$ cat src/source/bpu_macros.svh
`ifndef BPU_MACROS_SVH
`define BPU_MACROS_SVH

// datapath widths
`define XLEN              32
`define GHIST_W           16

// predictor table geometry
`define BIMODAL_ENTRIES   512
`define TAGE_ENTRIES      256     // per tagged table
`define TAG_W             10
`define PARTIAL_TAG_BITS  6       // upper tag bits compared on lookup

`define BTB_ENTRIES       256
`define BTB_TAG_W         22

`define RAS_DEPTH         32
`define RAS_PTR_W         6       // one extra bit so a full stack fits

// rv32 opcodes of interest
`define OPC_BRANCH        7'b1100011
`define OPC_JAL           7'b1101111
`define OPC_JALR          7'b1100111

// which table supplied the direction
`define PROV_BIMODAL      2'd0
`define PROV_T0           2'd1
`define PROV_T1           2'd2

`define CTR_INIT          2'b01   // weak not-taken

`endif

$ cat src/source/bpu_pkg.sv
`include "bpu_macros.svh"

package bpu_pkg;

    // fetch and target addresses
    typedef logic [`XLEN-1:0]      addr_t;
    typedef logic [`XLEN-1:0]      inst_t;

    // global branch history, newest outcome in bit 0
    typedef logic [`GHIST_W-1:0]   ghist_t;

    typedef logic [`TAG_W-1:0]     tag_t;      // tagged table tag
    typedef logic [`BTB_TAG_W-1:0] btb_tag_t;

    // 2-bit saturating counter, msb is the direction
    typedef logic [1:0]            ctr_t;

    typedef logic [1:0]            provider_t; // PROV_* codes

    typedef logic [`RAS_PTR_W-1:0] ras_ptr_t;

endpackage

$ cat src/source/ras.sv
`timescale 1ns/1ns
`include "bpu_macros.svh"

module ras (
    input  logic           clk,
    input  logic           rst,
    input  logic           push_i,
    input  logic           pop_i,
    input  bpu_pkg::addr_t push_data_i,
    output bpu_pkg::addr_t top_o,
    output logic           valid_o
);

    bpu_pkg::addr_t   stack [`RAS_DEPTH];
    bpu_pkg::ras_ptr_t sp;              // next free slot
    bpu_pkg::ras_ptr_t sp_popped;
    bpu_pkg::ras_ptr_t top_ptr;
    logic             do_push;

    // pop first, ignored when empty
    always_comb begin
        sp_popped = sp;
        if (pop_i && (sp != '0))
            sp_popped = sp - 1'b1;
    end

    // then push, dropped when full
    assign do_push = push_i && (sp_popped != bpu_pkg::ras_ptr_t'(`RAS_DEPTH));

    always_ff @(posedge clk or posedge rst) begin
        if (rst)
            sp <= '0;
        else
            sp <= do_push ? sp_popped + 1'b1 : sp_popped;
    end

    always_ff @(posedge clk) begin
        if (do_push)
            stack[sp_popped[`RAS_PTR_W-2:0]] <= push_data_i;
    end

    assign top_ptr = sp - 1'b1;
    assign top_o   = stack[top_ptr[`RAS_PTR_W-2:0]];  // stale when empty
    assign valid_o = (sp != '0);

endmodule

$ cat config.mk
export PLATFORM = sky130hd
export DESIGN_NAME = ras
export DESIGN_NICKNAME = d
export VERILOG_FILES = /design/src/source/bpu_pkg.sv /design/src/source/ras.sv
export VERILOG_INCLUDE_DIRS = /design/src /design/src/source
export SDC_FILE = /design/constraint.sdc
export NUM_CORES = 1
export LEC_CHECK = 0
export BUFFER_PORTS_ARGS = -buffer_cell sky130_fd_sc_hd__buf_2
export CAP_MARGIN = 20
export CORE_ASPECT_RATIO = 1.75
export CORE_MARGIN = 2
export CORE_UTILIZATION = 31
export CTS_BUF_LIST = sky130_fd_sc_hd__clkbuf_8
export CTS_CLUSTER_DIAMETER = 60
export CTS_CLUSTER_SIZE = 14
export DETAILED_ROUTE_END_ITERATION = 8
export PLACE_DENSITY = 0.46
export SLEW_MARGIN = 30
export SYNTH_ARGS = -nofsm -noshare
export SYNTH_HDL_FRONTEND = slang
export SYNTH_SLANG_ARGS = --single-unit
$ cat constraint.sdc
create_clock -name clk -period 5.65 [get_ports clk]
set_clock_uncertainty 0.15 [all_clocks]
set_input_delay 0.565 -clock clk [delete_from_list [all_inputs] [get_ports clk]]
set_output_delay 0.565 -clock clk [all_outputs]
set_load 0.02 [all_outputs]
==> results of run 1 <==
-- path summary, 6_finish.rpt --
kind / depth (start not counted) / from / endpoint
setup reg to reg: 8 / sp[0] / stack[5][23]
max in group asynchronous: 3 / rst / sp[0]
min in group clk: 1 / push_data_i[20] / stack[10][20]
hold / removal: 3 / rst / sp[3]
hold reg to reg: 3 / sp[5] / sp[2]
setup / recovery: 9 / sp[0] / top_o[23]
-- critical path, cell delays in order, from the launching register on --
cell and delay, ns:
dfrtp_4 0.71, inv_1 0.21, ha_4 0.69, buf_12 0.47, mux4_2 0.38, nor2_1 0.20, nor2_1 0.07, o22ai_1 0.46
nor2_1 0.13, buf_2 0.20
-- metal layers --
| layer | wire (microns) | up-vias | GRT usage [%] |
|---|---|---|---|
| li1 | - | 7908 | - |
| met1 | 41000 | 10400 | 19.6 |
| met2 | 59000 | 449 | 30.8 |
| met3 | 4750 | 143 | 2.66 |
| met4 | 2850 | 8 | 5.02 |
| met5 | 55 | - | 0 |
-- sequential cells by signal, indices dropped and copies added, names as in the netlist --
name   flops
stack   1024
sp         6
-- Yosys cell counts, types with 2 or more instances --
cell and count:
a21oi_1 5, a32o_1 34, buf_1 18, buf_2 37, buf_4 11, clkbuf_1 34
dfrtp_1 6, edfxtp_1 1024, inv_1 7, mux2i_1 35, mux4_2 256, nand2_1 72
nand3_1 9, nor2_1 260, nor2b_1 4, nor3b_1 4, o211ai_1 2, o22ai_1 33
o31a_1 2, or3_1 2, xnor2_1 3, xor2_1 5
-- power groups by stage --
stage / combinational, W / sequential [W] / clock (W)
after floorplan: 0.00707 / 0.00923 / 0
after global placement: 0.0112 / 0.00932 / 0
after detailed placement: 0.0112 / 0.00935 / 0
after CTS: 0.0112 / 0.00917 / 0.00401
after global routing: 0.0117 / 0.00921 / 0.00423
final: 0.0108 / 0.00917 / 0.00384
-- through the flow --
stage               cell area, sq um  instances  setup slack [ns]
floorplan                      39800       1889             0.432
global placement               42800       3585              1.13
detailed placement             42800       3586              1.15
CTS                            44200       3687             0.268
global route                   44200       3688             0.316
finish                         44200       3690             0.576
-- cells by family (layout without fill, tap and decap cells) --
| kind of cell | Yosys count | in the layout |
|---|---|---|
| xor gates and xnor gates | 8 | 8 |
| and+or+nand+nor | 363 | 363 |
| muxes | 292 | 292 |
| DFF | 1030 | 1030 |
| adders and majority gates | 1 | 1 |
| other | 0 | 3 |
| buffers and inverters | 108 | 244 |
| AOI/OAI and AO/OA | 87 | 87 |
-- area by class of cell --
class / instances / area [sq um]
repair buffers: 138 / 1190
flip-flops and latches: 1030 / 30900
clock inverters: 12 / 101
well taps: 1662 / 2080
multi-input cells: 751 / 8680
diodes: 3 / 7.51
inverters: 7 / 26.3
fillers: 11900 / 83100
clock buffers: 87 / 1200
-- what timing repair did --
| action | 4_1_cts | 5_1_grt |
|---|---|---|
| hold buffers | 2 | 0 |
| hold endpoints to repair | 8 | 0 |
| setup endpoints to repair | 0 | 0 |
==> flow_summary.yaml, run 1 <==
route:
  drt_iter0_drc: 1653
  via_count: 18900
  routed_wl_mm: 108
  drc: 0
  antenna_left: 0
  drt-pass1-iter-count: 7
  wl_per_cell_microns: 29.2
  viasPerCell: 5.12
synth:
  yosys_warnings: 0
  synth_edf_count: 1024
  synthArstFlopShare_pct: 0.583
  ys_ff_latch: 1030
  synth-compound-area-share_pct: 1.77
  synth_cell_types: 48
  synth_top_family_by_area: "multiplexers"
  synth_area_sq_um: 39800
  yosysSeqAreaShare_pct: 77.7
  synth-simple-area-share_pct: 3.68
  synth_top_flop_cell: "edfxtp_1"
  yosys.area.top_type: "edfxtp_1"
  netlist_top_cells_area: "edfxtp_1 77%, mux4_2 14%, nor2_1 2.5%"
  syn_inst: 1889
  muxShareOfSynthArea_pct: 15.4
  synth_area_per_cell_sq_um: 21.1
  synth_top_area_share_pct: 77.3
  synthAdderAreaFrac_pct: 0.0315
  yosys.area_share.xor_xnor_pct: 0.176
  syn-num-nets: 1926
pwr:
  power_frac_clock_pct: 16.1
  p_int_w: 0.0146
  swShare_pct: 38.9
  combPwrFrac_pct: 45.4
  powerDensity_nw_per_um2: 540
  p_total_w: 0.0238
  ir_drop_uv: 758
  p_leak_nw: 13.4
  switchingPower_w: 0.00928
  p_seq_share_pct: 38.4
final_layout:
  area_delta_synth_final_pct: 11.1
  layout_commonest_cell: "edfxtp_1"
  final_cell_mix: "1024 x edfxtp_1, 256 x mux4_2, 230 x nor2_1"
  drive_above_1_share_pct: 26.6
  fin_util_pct: 34.7
  nets: 2049
run_status:
  outcome: "complete, no violations"
clock_tree:
  cts.sinks: 1030
  cts_tree: "yes"
  clockRootBuffer: "clkbuf_8"
  cts_buffer_depth: 3
  clk_pin_slew_ns: 0.10
  htreeDepth: 3
  cts_resized: 0
  worstSkewPairLatency_ns: 0.78
  postCtsSetupBuffers: 0
  numCtsBuffers: 84
critical_path:
  worstSetupPathType: "flip-flop to output port"
  critPathCaptureType: "output port"
  r2r_slack_ns: 1.51
  critPathArrivalTime_ns: 4.36
  critPathLaunchType: "flip-flop"
  worst-path-max-fanout: 77
  cp.required_ns: 4.93
placed_design:
  hpwlAfterDp_mm: 57.3
  io_buffer_count: 68
  routabilityCongestion: 0.747
timing:
  fmax_mhz: 197
  finalHoldViolCount: 0
  setup_violations: 0
  period_minus_slack_ns: 5.07
  hold_ws_ns: 0.0978
  tightestPinTransition_ns: 0.947
  rsz0062_at_grt: "false"
  fin_crit_sh_pct: 89.8
  relSlewSlack_pct: 36.8
  slew_viol_final: 0
  tns_ns: 0
floorplanning:
  num_rows: 173
  die_w_microns: 275
  die_height_microns: 478
  core_sq_um: 127000
  dieArea_sq_um: 131000
  ioPinCount: 69
  start_util_pct: 31.3
global_routing:
  grt_pass1_wl_mm: 153
  gr-total-overflow: 0
  grt_pass1_vias: 20600
  antenna_found_initial: 12
  grt_max_degree: 97
  grt_usage_pct: 16.6
job:
  drv_cap: 0
min_path:
  hp-class: "primary input to asynchronous set/reset pin"
No activity file was read; power rests on OpenSTA's default activity.
==> run 2: changes to the inputs <==
Settings changed: CORE_ASPECT_RATIO 1.75 to unset, CTS_CLUSTER_SIZE 14 to unset, PLACE_DENSITY 0.46 to 0.53.
==> flow_summary.yaml, run 2 (synthesis results as in run 1) <==
final_layout:
  fillers: 11800
  final_cell_mix: "1024 x edfxtp_1, 256 x mux4_2, 230 x nor2_1"
  layout_commonest_cell: "edfxtp_1"
  area_delta_synth_final_pct: 15.0
  fin_area_sq_um: 45800
  fin_util_pct: 35.9
  largest_register_ffs: 1024
  drive_above_1_share_pct: 28.8
  nets: 2124
timing:
  relSlewSlack_pct: 37.1
  fin_crit_sh_pct: 87.9
  slew_viol_final: 0
  finalHoldViolCount: 0
  setup_violations: 0
  period_minus_slack_ns: 4.97
  tns_ns: 0
  tightestPinTransition_ns: 0.943
  setup_ws_ns: 0.683
  fmax_mhz: 201
  hold_ws_ns: 0.0761
  rsz0062_at_grt: "false"
clock_tree:
  cts_buffer_depth: 3
  cts_resized: 0
  postCtsHoldBufs: 2
  postCtsSetupBuffers: 0
  cts_tree: "yes"
  numCtsBuffers: 163
  clockRootBuffer: "clkbuf_8"
  worstSkewPairLatency_ns: 0.80
  cts.sinks: 1030
  clk_pin_slew_ns: 0.06
  htreeDepth: 4
floorplanning:
  die_height_microns: 362
  start_util_pct: 31.2
  core_sq_um: 128000
  ioPinCount: 69
  dieArea_sq_um: 131000
  num_rows: 131
  die_w_microns: 362
global_routing:
  grt_usage_pct: 15.8
  antenna_found_initial: 12
  gr-total-overflow: 0
  grt_max_degree: 115
  grt_pass1_wl_mm: 148
  grt_pass1_vias: 20500
pwr:
  ir_drop_uv: 640
  swShare_pct: 37.5
  powerDensity_nw_per_um2: 561
  p_seq_share_pct: 35.7
  p_int_w: 0.0160
  power_frac_clock_pct: 22.6
  combPwrFrac_pct: 41.8
  switchingPower_w: 0.00963
  p_leak_nw: 14.4
critical_path:
  worstSetupPathType: "flip-flop to output port"
  cp.required_ns: 4.93
  critPathCaptureType: "output port"
  worstPathCellList: "inv_1, ha_4, buf_12, mux4_2, nand2_1, a32o_1, nor2_1, buf_2"
  worst-path-max-fanout: 114
  slowest_stage: "buf_12"
  critPathLaunchType: "flip-flop"
  rr_startpoint: "sp[0]"
  startpoint: "sp[0]"
  critPathArrivalTime_ns: 4.25
  cpPeakStageDelay_ns: 0.59
route:
  routed_wl_mm: 103
  met1_length_mm: 41.6
  drt_iter0_drc: 1863
  drt-pass1-iter-count: 7
  met3_length_mm: 5.41
  routed-wl-met2_mm: 54.0
  dr.max_layer_used: "met5"
  drc: 0
  wl_per_cell_microns: 26.7
  viasPerCell: 5.02
  via_count: 19500
  antenna_left: 0
placed_design:
  routabilityCongestion: 0.763
  place_area_sq_um: 42700
  hpwlAfterDp_mm: 54.5
  io_buffer_count: 68
  dpl_worst_slack_ns: 1.55
min_path:
  hp-class: "primary input to flip-flop"
  worstHoldStart: "push_data_i[22]"
run_status:
  outcome: "complete, no violations"
job:
  drv_cap: 0
[run 2: final timing paths]
| kind | endpoint | slack [ns] | depth (start not counted) |
|---|---|---|---|
| max in group asynchronous | sp[0] | 5.05 | 3 |
| min in group asynchronous | sp[0] | 0.09 | 3 |
| min | stack[25][22] | 0.08 | 1 |
| max reg2reg | stack[12][0] | 1.68 | 8 |
| max | top_o[14] | 0.68 | 8 |
| min reg2reg | sp[2] | 0.65 | 3 |
[run 2: layout make-up]
class / count / area (sq um) / area share (%)
Timing Repair Buffer: 134 / 1110 / 2.42
Antenna cell: 2 / 5.00 / 0.0109
Sequential cell: 1030 / 30900 / 67.5
Tap cell: 1662 / 2080 / 4.54
Clock buffer: 166 / 2280 / 4.99
Clock inverter: 124 / 679 / 1.48
Inverter: 7 / 26.3 / 0.0574
Multi-Input combinational cell: 751 / 8680 / 19.0
[run 2: metrics by stage]
stage,power [W],cells
2_1_floorplan,0.0163,1889
3_3_place_gp,0.0201,3576
3_5_place_dp,0.0202,3580
4_1_cts,0.0261,3872
5_1_grt,0.0270,3875
6_report,0.0257,3876
[run 2: per-layer routing]
| metal | GRT usage [%] | vias to the layer above |
|---|---|---|
| li1 | - | 8185 |
| met1 | 19.5 | 10600 |
| met2 | 27.8 | 568 |
| met3 | 3.06 | 161 |
| met4 | 4.74 | 10 |
| met5 | 0 | - |
[run 2: critical path: cells and delay by family, from the launching register on]
kind,cells,cell delay [ns]
AOI/OAI and AO/OA,1,0.29
adders and majority gates,1,0.58
DFF,1,0.56
and+or+nand+nor,2,0.50
muxes,1,0.34
buffers and inverters,3,1.03
[run 2: power groups by stage]
stage / clock, W / sequential (W) / combinational, W
2_1_floorplan: 0 / 0.00923 / 0.00707
3_3_place_gp: 0 / 0.00929 / 0.0108
3_5_place_dp: 0 / 0.00932 / 0.0109
4_1_cts: 0.00597 / 0.00916 / 0.0109
5_1_grt: 0.00630 / 0.00919 / 0.0115
6_report: 0.00580 / 0.00916 / 0.0107
