File: src/source/bpu_macros.svh
`ifndef BPU_MACROS_SVH
`define BPU_MACROS_SVH

// datapath widths
`define XLEN              32
`define GHIST_W           16

// predictor table geometry
`define BIMODAL_ENTRIES   512
`define TAGE_ENTRIES      256     // per tagged table
`define TAG_W             10
`define PARTIAL_TAG_BITS  6       // upper tag bits compared on lookup

`define BTB_ENTRIES       256
`define BTB_TAG_W         22

`define RAS_DEPTH         32
`define RAS_PTR_W         6       // one extra bit so a full stack fits

// rv32 opcodes of interest
`define OPC_BRANCH        7'b1100011
`define OPC_JAL           7'b1101111
`define OPC_JALR          7'b1100111

// which table supplied the direction
`define PROV_BIMODAL      2'd0
`define PROV_T0           2'd1
`define PROV_T1           2'd2

`define CTR_INIT          2'b01   // weak not-taken

`endif

File: src/source/bpu_pkg.sv
`include "bpu_macros.svh"

package bpu_pkg;

    // fetch and target addresses
    typedef logic [`XLEN-1:0]      addr_t;
    typedef logic [`XLEN-1:0]      inst_t;

    // global branch history, newest outcome in bit 0
    typedef logic [`GHIST_W-1:0]   ghist_t;

    typedef logic [`TAG_W-1:0]     tag_t;      // tagged table tag
    typedef logic [`BTB_TAG_W-1:0] btb_tag_t;

    // 2-bit saturating counter, msb is the direction
    typedef logic [1:0]            ctr_t;

    typedef logic [1:0]            provider_t; // PROV_* codes

    typedef logic [`RAS_PTR_W-1:0] ras_ptr_t;

endpackage

File: src/source/bpu_if.sv
`timescale 1ns/1ns

// combinational direction lookup between control and the tables
interface lookup_if;
    bpu_pkg::addr_t     pc;
    bpu_pkg::ghist_t    history;
    logic               taken;      // provider counter msb
    bpu_pkg::provider_t provider;

    modport ctrl (
        output pc, history,
        input  taken, provider
    );

    modport tables (
        input  pc, history,
        output taken, provider
    );
endinterface

// execute feedback, acted on at the edge where valid is high
interface update_if;
    logic               valid;
    logic               taken;
    logic               correct;    // prediction matched the outcome
    bpu_pkg::addr_t     pc;
    bpu_pkg::ghist_t    history;    // history seen at prediction time
    bpu_pkg::provider_t provider;   // provider reported at prediction time
    bpu_pkg::addr_t     target;

    modport ctrl (
        output valid, taken, correct, pc, history, provider, target
    );

    modport store (
        input  valid, taken, correct, pc, history, provider, target
    );
endinterface

File: src/source/bpu_ctrl.sv
`timescale 1ns/1ns
`include "bpu_macros.svh"

module bpu_ctrl (
    input  logic               clk,
    input  logic               rst,
    input  bpu_pkg::addr_t     if_pc_i,
    input  bpu_pkg::inst_t     if_inst_i,
    input  logic               ex_branch_valid_i,
    input  logic               ex_branch_taken_i,
    input  logic               ex_pdt_true_i,
    input  bpu_pkg::addr_t     ex_pc_i,
    input  bpu_pkg::ghist_t    ex_history_i,
    input  bpu_pkg::provider_t ex_provider_i,
    input  bpu_pkg::addr_t     ex_target_i,
    input  bpu_pkg::inst_t     ex_inst_i,
    input  logic               id_ras_push_valid_i,
    input  bpu_pkg::addr_t     id_ras_push_data_i,
    input  logic               ex_stall_valid_i,
    lookup_if.ctrl             lk,
    update_if.ctrl             upd,
    input  logic               btb_hit_i,
    input  bpu_pkg::addr_t     btb_target_i,
    input  bpu_pkg::addr_t     ras_top_i,
    input  logic               ras_valid_i,
    output logic               ras_push_o,
    output logic               ras_pop_o,
    output bpu_pkg::addr_t     ras_push_data_o,
    output logic               branch_or_not_o,
    output logic               pdt_res_o,
    output bpu_pkg::addr_t     pdt_pc_o,
    output bpu_pkg::provider_t provider_o,
    output bpu_pkg::ghist_t    history_o
);

    bpu_pkg::ghist_t ghist;
    bpu_pkg::addr_t  pc_plus4;
    bpu_pkg::addr_t  b_imm;
    bpu_pkg::addr_t  j_imm;
    logic            is_branch;
    logic            is_jal;
    logic            is_jalr;
    logic            is_ret;
    logic            ex_is_ret;

    // fetch side decode
    assign is_branch = (if_inst_i[6:0] == `OPC_BRANCH);
    assign is_jal    = (if_inst_i[6:0] == `OPC_JAL);
    assign is_jalr   = (if_inst_i[6:0] == `OPC_JALR);
    assign is_ret    = is_jalr && (if_inst_i[11:7] == 5'd0)
                       && ((if_inst_i[19:15] == 5'd1) || (if_inst_i[19:15] == 5'd5))
                       && (if_inst_i[31:20] == 12'd0);

    // execute side only needs jalr through ra or t0
    assign ex_is_ret = (ex_inst_i[6:0] == `OPC_JALR)
                       && ((ex_inst_i[19:15] == 5'd1) || (ex_inst_i[19:15] == 5'd5));

    assign pc_plus4 = if_pc_i + bpu_pkg::addr_t'(4);
    assign b_imm    = {{20{if_inst_i[31]}}, if_inst_i[7], if_inst_i[30:25],
                       if_inst_i[11:8], 1'b0};
    assign j_imm    = {{12{if_inst_i[31]}}, if_inst_i[19:12], if_inst_i[20],
                       if_inst_i[30:21], 1'b0};

    assign lk.pc      = if_pc_i;
    assign lk.history = ghist;

    always_comb begin
        branch_or_not_o = 1'b0;
        pdt_res_o       = 1'b0;
        pdt_pc_o        = pc_plus4;
        if (is_ret) begin
            branch_or_not_o = 1'b1;
            if (ras_valid_i) begin      // empty stack falls through to pc+4
                pdt_res_o = 1'b1;
                pdt_pc_o  = ras_top_i;
            end
        end else if (is_jal) begin
            branch_or_not_o = 1'b1;
            pdt_res_o       = 1'b1;
            pdt_pc_o        = btb_hit_i ? btb_target_i : if_pc_i + j_imm;
        end else if (is_branch || is_jalr) begin
            branch_or_not_o = 1'b1;
            pdt_res_o       = lk.taken;
            if (lk.taken) begin
                if (btb_hit_i)
                    pdt_pc_o = btb_target_i;
                else if (is_branch)
                    pdt_pc_o = if_pc_i + b_imm;
            end
        end
    end

    assign provider_o = lk.provider;
    assign history_o  = ghist;

    // feedback straight into the tables
    assign upd.valid    = ex_branch_valid_i;
    assign upd.taken    = ex_branch_taken_i;
    assign upd.correct  = ex_pdt_true_i;
    assign upd.pc       = ex_pc_i;
    assign upd.history  = ex_history_i;
    assign upd.provider = ex_provider_i;
    assign upd.target   = ex_target_i;

    // stall blocks both stack operations
    assign ras_pop_o       = ex_branch_valid_i && ex_branch_taken_i && ex_is_ret
                             && !ex_stall_valid_i;
    assign ras_push_o      = id_ras_push_valid_i && !ex_stall_valid_i;
    assign ras_push_data_o = id_ras_push_data_i;

    always_ff @(posedge clk or posedge rst) begin
        if (rst) begin
            ghist <= '0;
        end else if (ex_branch_valid_i) begin
            ghist <= {ghist[`GHIST_W-2:0], ex_branch_taken_i};  // newest at bit 0
        end
    end

endmodule

File: src/flat_wrapper.sv
// flat-port wrapper written by rule: the top's interface ports become plain ports
module bpu_ctrl_flat 
  (clk, rst, if_pc_i, if_inst_i, ex_branch_valid_i, ex_branch_taken_i, ex_pdt_true_i, ex_pc_i, ex_history_i, ex_provider_i, ex_target_i, ex_inst_i, id_ras_push_valid_i, id_ras_push_data_i, ex_stall_valid_i, btb_hit_i, btb_target_i, ras_top_i, ras_valid_i, ras_push_o, ras_pop_o, ras_push_data_o, branch_or_not_o, pdt_res_o, pdt_pc_o, provider_o, history_o, lk_pc, lk_history, lk_taken, lk_provider, upd_valid, upd_taken, upd_correct, upd_pc, upd_history, upd_provider, upd_target);
  lookup_if lk_i ();
  update_if upd_i ();
  input  logic clk;
  input  logic rst;
  input  bpu_pkg::addr_t if_pc_i;
  input  bpu_pkg::inst_t if_inst_i;
  input  logic ex_branch_valid_i;
  input  logic ex_branch_taken_i;
  input  logic ex_pdt_true_i;
  input  bpu_pkg::addr_t ex_pc_i;
  input  bpu_pkg::ghist_t ex_history_i;
  input  bpu_pkg::provider_t ex_provider_i;
  input  bpu_pkg::addr_t ex_target_i;
  input  bpu_pkg::inst_t ex_inst_i;
  input  logic id_ras_push_valid_i;
  input  bpu_pkg::addr_t id_ras_push_data_i;
  input  logic ex_stall_valid_i;
  input  logic btb_hit_i;
  input  bpu_pkg::addr_t btb_target_i;
  input  bpu_pkg::addr_t ras_top_i;
  input  logic ras_valid_i;
  output logic ras_push_o;
  output logic ras_pop_o;
  output bpu_pkg::addr_t ras_push_data_o;
  output logic branch_or_not_o;
  output logic pdt_res_o;
  output bpu_pkg::addr_t pdt_pc_o;
  output bpu_pkg::provider_t provider_o;
  output bpu_pkg::ghist_t history_o;
  output wire logic [$bits(lk_i.pc)-1:0] lk_pc;
  output wire logic [$bits(lk_i.history)-1:0] lk_history;
  input wire logic [$bits(lk_i.taken)-1:0] lk_taken;
  input wire logic [$bits(lk_i.provider)-1:0] lk_provider;
  output wire logic [$bits(upd_i.valid)-1:0] upd_valid;
  output wire logic [$bits(upd_i.taken)-1:0] upd_taken;
  output wire logic [$bits(upd_i.correct)-1:0] upd_correct;
  output wire logic [$bits(upd_i.pc)-1:0] upd_pc;
  output wire logic [$bits(upd_i.history)-1:0] upd_history;
  output wire logic [$bits(upd_i.provider)-1:0] upd_provider;
  output wire logic [$bits(upd_i.target)-1:0] upd_target;
  assign lk_pc = lk_i.pc;
  assign lk_history = lk_i.history;
  assign lk_i.taken = lk_taken;
  assign lk_i.provider = lk_provider;
  assign upd_valid = upd_i.valid;
  assign upd_taken = upd_i.taken;
  assign upd_correct = upd_i.correct;
  assign upd_pc = upd_i.pc;
  assign upd_history = upd_i.history;
  assign upd_provider = upd_i.provider;
  assign upd_target = upd_i.target;
  bpu_ctrl u_core (.clk(clk), .rst(rst), .if_pc_i(if_pc_i), .if_inst_i(if_inst_i), .ex_branch_valid_i(ex_branch_valid_i), .ex_branch_taken_i(ex_branch_taken_i), .ex_pdt_true_i(ex_pdt_true_i), .ex_pc_i(ex_pc_i), .ex_history_i(ex_history_i), .ex_provider_i(ex_provider_i), .ex_target_i(ex_target_i), .ex_inst_i(ex_inst_i), .id_ras_push_valid_i(id_ras_push_valid_i), .id_ras_push_data_i(id_ras_push_data_i), .ex_stall_valid_i(ex_stall_valid_i), .lk(lk_i), .upd(upd_i), .btb_hit_i(btb_hit_i), .btb_target_i(btb_target_i), .ras_top_i(ras_top_i), .ras_valid_i(ras_valid_i), .ras_push_o(ras_push_o), .ras_pop_o(ras_pop_o), .ras_push_data_o(ras_push_data_o), .branch_or_not_o(branch_or_not_o), .pdt_res_o(pdt_res_o), .pdt_pc_o(pdt_pc_o), .provider_o(provider_o), .history_o(history_o));
endmodule
File: config.mk
export PLATFORM = sky130hd
export DESIGN_NAME = bpu_ctrl_flat
export DESIGN_NICKNAME = d
export VERILOG_FILES = /design/src/source/bpu_pkg.sv /design/src/source/bpu_if.sv /design/src/source/bpu_ctrl.sv /design/src/flat_wrapper.sv
export VERILOG_INCLUDE_DIRS = /design/src /design/src/source
export SDC_FILE = /design/constraint.sdc
export NUM_CORES = 1
export LEC_CHECK = 0
export BUFFER_PORTS_ARGS = -buffer_cell sky130_fd_sc_hd__buf_2
export CAP_MARGIN = 20
export CORE_AREA = 5 5 193 195
export DETAILED_ROUTE_END_ITERATION = 10
export DIE_AREA = 0 0 198 200
export SETUP_SLACK_MARGIN = 0.05
export SLEW_MARGIN = 20
export SYNTH_ARGS = -nofsm -noshare
export SYNTH_HDL_FRONTEND = slang
export SYNTH_SLANG_ARGS = --single-unit
File: constraint.sdc
create_clock -name clk -period 3.6 [get_ports clk]
set_clock_uncertainty 0.15 [all_clocks]
set_input_delay 0.54 -clock clk [delete_from_list [all_inputs] [get_ports clk]]
set_output_delay 0.54 -clock clk [all_outputs]
set_load 0.05 [all_outputs]
==> impl_metrics.tcl, run 1 <==
set metrics [dict create \
    fmax_ghz 0.260 \
    slew_headroom 0.602 \
    crit_required_ns 2.91 \
    netlist.area_leader.share 0.176 \
    outcome "finished, violations left" \
    instances_no_fill 1822 \
    setup_ws_ns -0.239 \
    drive_above_1_share 0.545 \
    total_power_uw 2930 \
    tightest_slew_ns 0.597 \
    yosys-top-cells-area "buf_4, ha_1, a21oi_1" \
    yosysSeqAreaShare 0.0563 \
    syn_nets 1364 \
    synth_area_leader_cell "buf_4" \
    dieArea_um2 39600 \
    nNetsFinal 1693 \
    drt-pass1-iter-count 5 \
    synth_edf_count 0 \
    end_kind "primary output" \
    grt_pass1_vias 9103 \
    hold_class "in -> async" \
    clk_latency_ns 0.24 \
    fillers 3798 \
    area_delta_synth_final_pct 60.2 \
    fin_crit_sh 1.07 \
    largest_reg_flops 16 \
    grt_max_degree 49 \
    gp_congestion 0.945 \
    clk_pin_slew_ns 0.05 \
    ios 505 \
    vias_per_cell 5.08 \
    fin_crit_ns 3.84 \
    cts_max_level 1 \
    yosys-mux-area-fraction 0.0566 \
    initial_core_util 0.202 \
    drt-total-wl_mm 39.0 \
    synth_top_family_by_area "compound AO/OA/AOI/OAI gates" \
    netlist_area_um2 7120 \
    die_w_um 198 \
    vias 9255 \
    worst_setup_path_start_kind "primary input" \
    slew_viol_final 0 \
    grt.total_usage 0.179 \
    antenna_found_initial 2 \
    synth_compound_area_frac 0.301 \
    die_height_um 200 \
    avgRoutedWirePerCell_um 21.4 \
    p_leak_uw 0.00507 \
    synth_xor_area_frac 0.0812 \
    syn_inst 1032 \
    cts_tree "done" \
    dpl.hpwl_mm 32.0 \
    core.rowCount 69 \
    port_buffers 249 \
    cts_sinks 16 \
    stdcell_area_um2 11400 \
    synth_fa_ha_area_frac 0.0830 \
    hold_viol_final 0 \
    core_area_um2 35200 \
    cp.arrival_ns 3.15 \
    max-clock-path-buffers 2 \
    synth_seq_cells 16 \
    synthFlopType "dfrtp_1" \
    drt_iter0_drc 559 \
    grt_setup_unrepaired "true" \
    synth_simple_gate_area_frac 0.206 \
    cp_max_fo 4 \
    violations "negative setup slack" \
    ir_worst_vdd_v 0.000543 \
    ys_types 75 \
    path_class "in -> out" \
    grt_overflow 0 \
    root_buffer "clkbuf_16" \
    cts_buffers 3 \
    ant_nets 0 \
    grt_pass1_wl_mm 54.8 \
    finalSetupViolations 14 \
    cap_violations 0 \
    synth-async-reset-ratio 1.00 \
    powerDensity_nw_per_um2 257 \
    utilization 0.324 \
    dp.cells 1775 \
    drc 0 \
    placed_cell_area_um2 9790 \
    ys_warn_count 0 \
    synth_area_per_cell_um2 6.89 \
]
[final timing paths]
kind | startpoint | end | slack (ns) | cells past startpoint
max in group asynchronous | rst | u_core.history_o[5] | 2.70 | 2
min | rst | u_core.history_o[14] | 0.21 | 2
min in group clk | u_core.history_o[12] | u_core.history_o[12] | 0.41 | 1
min reg2reg | u_core.history_o[12] | u_core.history_o[12] | 0.41 | 1
max reg2reg | u_core.history_o[2] | u_core.history_o[2] | 2.64 | 1
max | if_pc_i[1] | pdt_pc_o[27] | -0.24 | 16
[per-stage QoR]
stage,hold WS (ns),TNS [ns],setup slack (ns)
5_1_grt,0.274,-4.02,-0.338
4_1_cts,0.240,-1.79,-0.293
6_report,0.215,-1.71,-0.239
2_1_floorplan,0.304,-1.07,-0.189
3_5_place_dp,0.396,-6.93,-0.476
3_3_place_gp,0.381,-6.42,-0.457
[per-layer routing]
metal | wire length (um) | part of all wire | vias up | global-route usage
met4 | 1670 | 0.043 | 0 | 0.0673
met3 | 2590 | 0.066 | 113 | 0.0264
li1 | - | - | 4284 | -
met1 | 15900 | 0.41 | 4399 | 0.223
met5 | 0 | 0 | - | 0
met2 | 18800 | 0.48 | 459 | 0.312
[layout make-up]
class / count / area (um^2) / area share
Tap cell: 461 / 577 / 0.0506
Clock buffer: 3 / 75.1 / 0.00659
Timing Repair Buffer: 544 / 3960 / 0.347
Inverter: 19 / 71.3 / 0.00626
Antenna cell: 2 / 5.00 / 0.000439
Multi-Input combinational cell: 777 / 6310 / 0.554
Sequential cell: 16 / 400 / 0.0351
[logic make-up after synthesis]
group	count (synthesis)
AOI/OAI and AO/OA	326
xor gates and xnor gates	66
adders and majority gates	46
and+or+nand+nor	301
DFF	16
buffers and inverters	239
muxes	38
[worst max-delay path, stage by stage]
cell	delay, ns
buf_12	0.08
ha_4	0.13
inv_2	0.03
fa_2	0.36
nor2b_4	0.15
o2111ai_4	0.17
a31oi_4	0.24
o2111ai_2	0.16
a31oi_1	0.20
buf_4	0.17
nor2_4	0.05
buf_6	0.11
o31a_1	0.25
o211ai_1	0.21
buf_4	0.16
buf_12	0.12
[placed cells by master, fill, tap and decap left out, types with 10 or more instances in the layout]
cell type	instances
buf_4	278
buf_2	208
nand2_1	82
nor2_1	62
a21oi_1	59
o21ai_0	38
buf_6	34
o21ai_1	32
nand3_1	30
xnor2_1	29
ha_1	26
a21oi_2	25
xor2_1	25
a21o_1	22
nand4_1	21
mux2i_1	20
o211ai_1	19
mux2_2	17
buf_12	16
dfrtp_1	16
inv_1	15
ha_4	15
nor3_1	12
a31oi_1	10
o21ai_2	10
[where the power goes]
part	internal, uW	leakage [uW]	switching [uW]
Sequential	250	0.000191	70.4
Clock	145	0.0000370	59.4
Combinational	915	0.00484	1490
[timing repair]
item                                    4_1_cts  5_1_grt
buffers inserted                             16       27
resized for setup                           143      130
pin swaps                                    57       70
gates cloned                                  0        3
endpoints found under the setup margin       28       32
hold buffers                                  0        0
[cell usage after synthesis, drive strengths merged, types with 3 or more instances]
cell type / instances
and2: 5
or3: 11
o2111ai: 7
ha: 44
and4: 4
o211ai: 21
clkbuf: 45
o311ai: 4
or2: 4
xor2: 28
a21oi: 88
nand4: 21
a31o: 3
and3: 9
a22oi: 4
o22ai: 11
inv: 18
a211oi: 10
nor4: 8
o21ai: 81
o31ai: 8
dfrtp: 16
mux2i: 20
o31a: 3
nor4b: 6
o21a: 5
a2111oi: 6
buf: 175
nor2: 69
nand2b: 9
nor3: 18
o221ai: 5
a31oi: 16
a221oi: 4
nor2b: 5
mux2: 18
nand3: 34
xnor2: 38
a21o: 22
nand2: 91
o21bai: 6
No activity file was read; power rests on OpenSTA's default activity.
==> run 2: changes to the inputs <==
CORE_AREA = 2 2 196 198   (was 5 5 193 195)
TNS_END_PERCENT = 50   (was not set)
==> run 2 against run 1 <==
Net effect: critical path type unchanged; fmax increased by 0.95%; highest routed layer is now met5; die area stayed put; non-clock buffer count is 15 lower; the run still ends with negative setup slack left; largest power group unchanged; total power rose by 0.20%; sequential cell count unchanged; global-route usage grew 0.80 points.
==> impl_metrics.tcl, run 2 (synthesis results as in run 1) <==
set metrics [dict create \
    outcome "finished, violations left" \
    violations "negative setup slack" \
    worst_setup_path_start_kind "primary input" \
    hold_viol_final 0 \
    p_leak_uw 0.00499 \
    fin_crit_sh 1.06 \
    cts_sinks 16 \
    antenna_found_initial 4 \
    area_delta_synth_final_pct 58.6 \
    initial_core_util 0.190 \
    highest-signal-layer "met5" \
    end_kind "primary output" \
    tns_ns -1.60 \
    tightest_slew_ns 0.675 \
    powerDensity_nw_per_um2 260 \
    wl_met2_mm 18.5 \
    multi_input_area_um2 6200 \
    ios 505 \
    slew_viol_final 0 \
    wl_met3_mm 3.03 \
    cap_violations 0 \
    largest_reg_flops 16 \
    clk_latency_ns 0.24 \
    finalSetupViolations 14 \
    crit_required_ns 2.91 \
    max-clock-path-buffers 2 \
    grt.total_usage 0.187 \
    cts_buffers 3 \
    avgRoutedWirePerCell_um 20.9 \
    slew_headroom 0.544 \
    hold_class "in -> async" \
    timing.rr.start "u_core.history_o[8]" \
    utilization 0.302 \
    drive_above_1_share 0.524 \
    core.rowCount 71 \
    layout_commonest_cell "buf_4" \
    root_buffer "clkbuf_16" \
    wirelength_met1_mm 15.9 \
    cp_slowest_cell "o311a_4" \
    path_class "in -> out" \
    cp_max_fo 5 \
    drt_iter0_drc 505 \
    ant_nets 0 \
    drc 0 \
    drt-total-wl_mm 38.7 \
    die_height_um 200 \
    cts_max_level 1 \
    grt_pass1_vias 9091 \
    fin_crit_ns 3.80 \
    dieArea_um2 39600 \
    setup_ws_ns -0.203 \
    grt_setup_unrepaired "true" \
    most-common-layout-cells "buf_4, buf_2, nand2_1" \
    gp_congestion 0.919 \
    seq_area_um2 400 \
    core_area_um2 37400 \
    vias_per_cell 4.91 \
    grt_overflow 0 \
    nNetsFinal 1678 \
    crit_start "if_inst_i[28]" \
    cts_tree "done" \
    grt_pass1_wl_mm 55.7 \
    clk_pin_slew_ns 0.05 \
    insertedDiodeCount 0 \
    die_w_um 198 \
    critPathMaxStageDelay_ns 0.39 \
    crit_chain "buf_2, ha_4, a21oi_2, a21o_1, buf_4, o21bai_4, o211a_4, o311a_4, o21bai_1, xnor2_1, a21oi_1, or3_4, buf_12" \
    port_buffers 249 \
    ir_worst_vdd_v 0.000481 \
    grt_max_degree 34 \
    fillers 4038 \
    drt-pass1-iter-count 5 \
    cp.arrival_ns 3.11 \
    vias 9106 \
    fmax_ghz 0.263 \
    dpl.hpwl_mm 32.3 \
]
==> run 2: cell types whose count changed in the layout (fill, tap and decap cells not counted), moves of 4 or more <==
cell     previous run  this run
buf_4             278       267
nand2_2             8         2
o21ai_2            10        14
buf_12             16        20
o21ai_1            32        21
nand2_1            82        86
buf_2             208       204
o21ai_0            38        46
a21oi_1            59        68
a21oi_2            25        14
==> run 2: path summary, 6_finish.rpt <==
path / end / slack, ns / depth (start not counted)
max: pdt_pc_o[31] / -0.20 / 13
max in group asynchronous: u_core.history_o[4] / 2.72 / 2
min: u_core.history_o[10] / 0.20 / 2
min reg2reg: u_core.history_o[8] / 0.40 / 1
min in group clk: u_core.history_o[8] / 0.40 / 1
max reg2reg: u_core.history_o[9] / 2.61 / 1
==> run 2: final cells by class <==
cell class              count  share of cell area
multi-input cells         777               0.549
clock buffers               4             0.00787
flip-flops and latches     16              0.0355
inverters                  19             0.00632
well taps                 511              0.0566
repair buffers            529               0.345
==> run 2: worst max-delay path, delay by kind of cell <==
| kind | cells | cell delay (ns) |
|---|---|---|
| xor gates and xnor gates | 1 | 0.14 |
| AOI/OAI and AO/OA | 7 | 1.35 |
| and+or+nand+nor | 1 | 0.34 |
| buffers and inverters | 3 | 0.42 |
| adders and majority gates | 1 | 0.31 |
==> run 2: power breakdown <==
| group | switching (uW) | internal, uW | total (uW) |
|---|---|---|---|
| combinational | 1470 | 900 | 2370 |
| sequential | 79.3 | 249 | 329 |
| clock | 67.1 | 169 | 236 |
| total | 1610 | 1320 | 2930 |
==> run 2: repair_timing <==
item	in CTS	in global routing
setup buffers	15	14
pin swaps	73	65
gates resized for setup	147	105
endpoints found under the setup margin	32	30
hold buffers	0	0
==> run 2: stage by stage <==
step                      hold WS, ns  instance area [um^2]  setup slack (ns)  instances  power (uW)
after floorplan                 0.304                  7290            -0.189       1032        2100
after global placement          0.381                  9930            -0.472       1825        2440
after detailed placement        0.389                  9930            -0.515       1825        2450
after CTS                       0.225                 10800            -0.280       1843        2820
after global routing            0.248                 11300            -0.289       1856        3080
final                           0.203                 11300            -0.203       1856        2930
==> run 2: per-layer routing <==
metal / track usage / vias up
met5: 0 / -
met1: 0.228 / 4314
li1: - / 4241
met2: 0.333 / 459
met4: 0.0615 / 4
met3: 0.0318 / 88
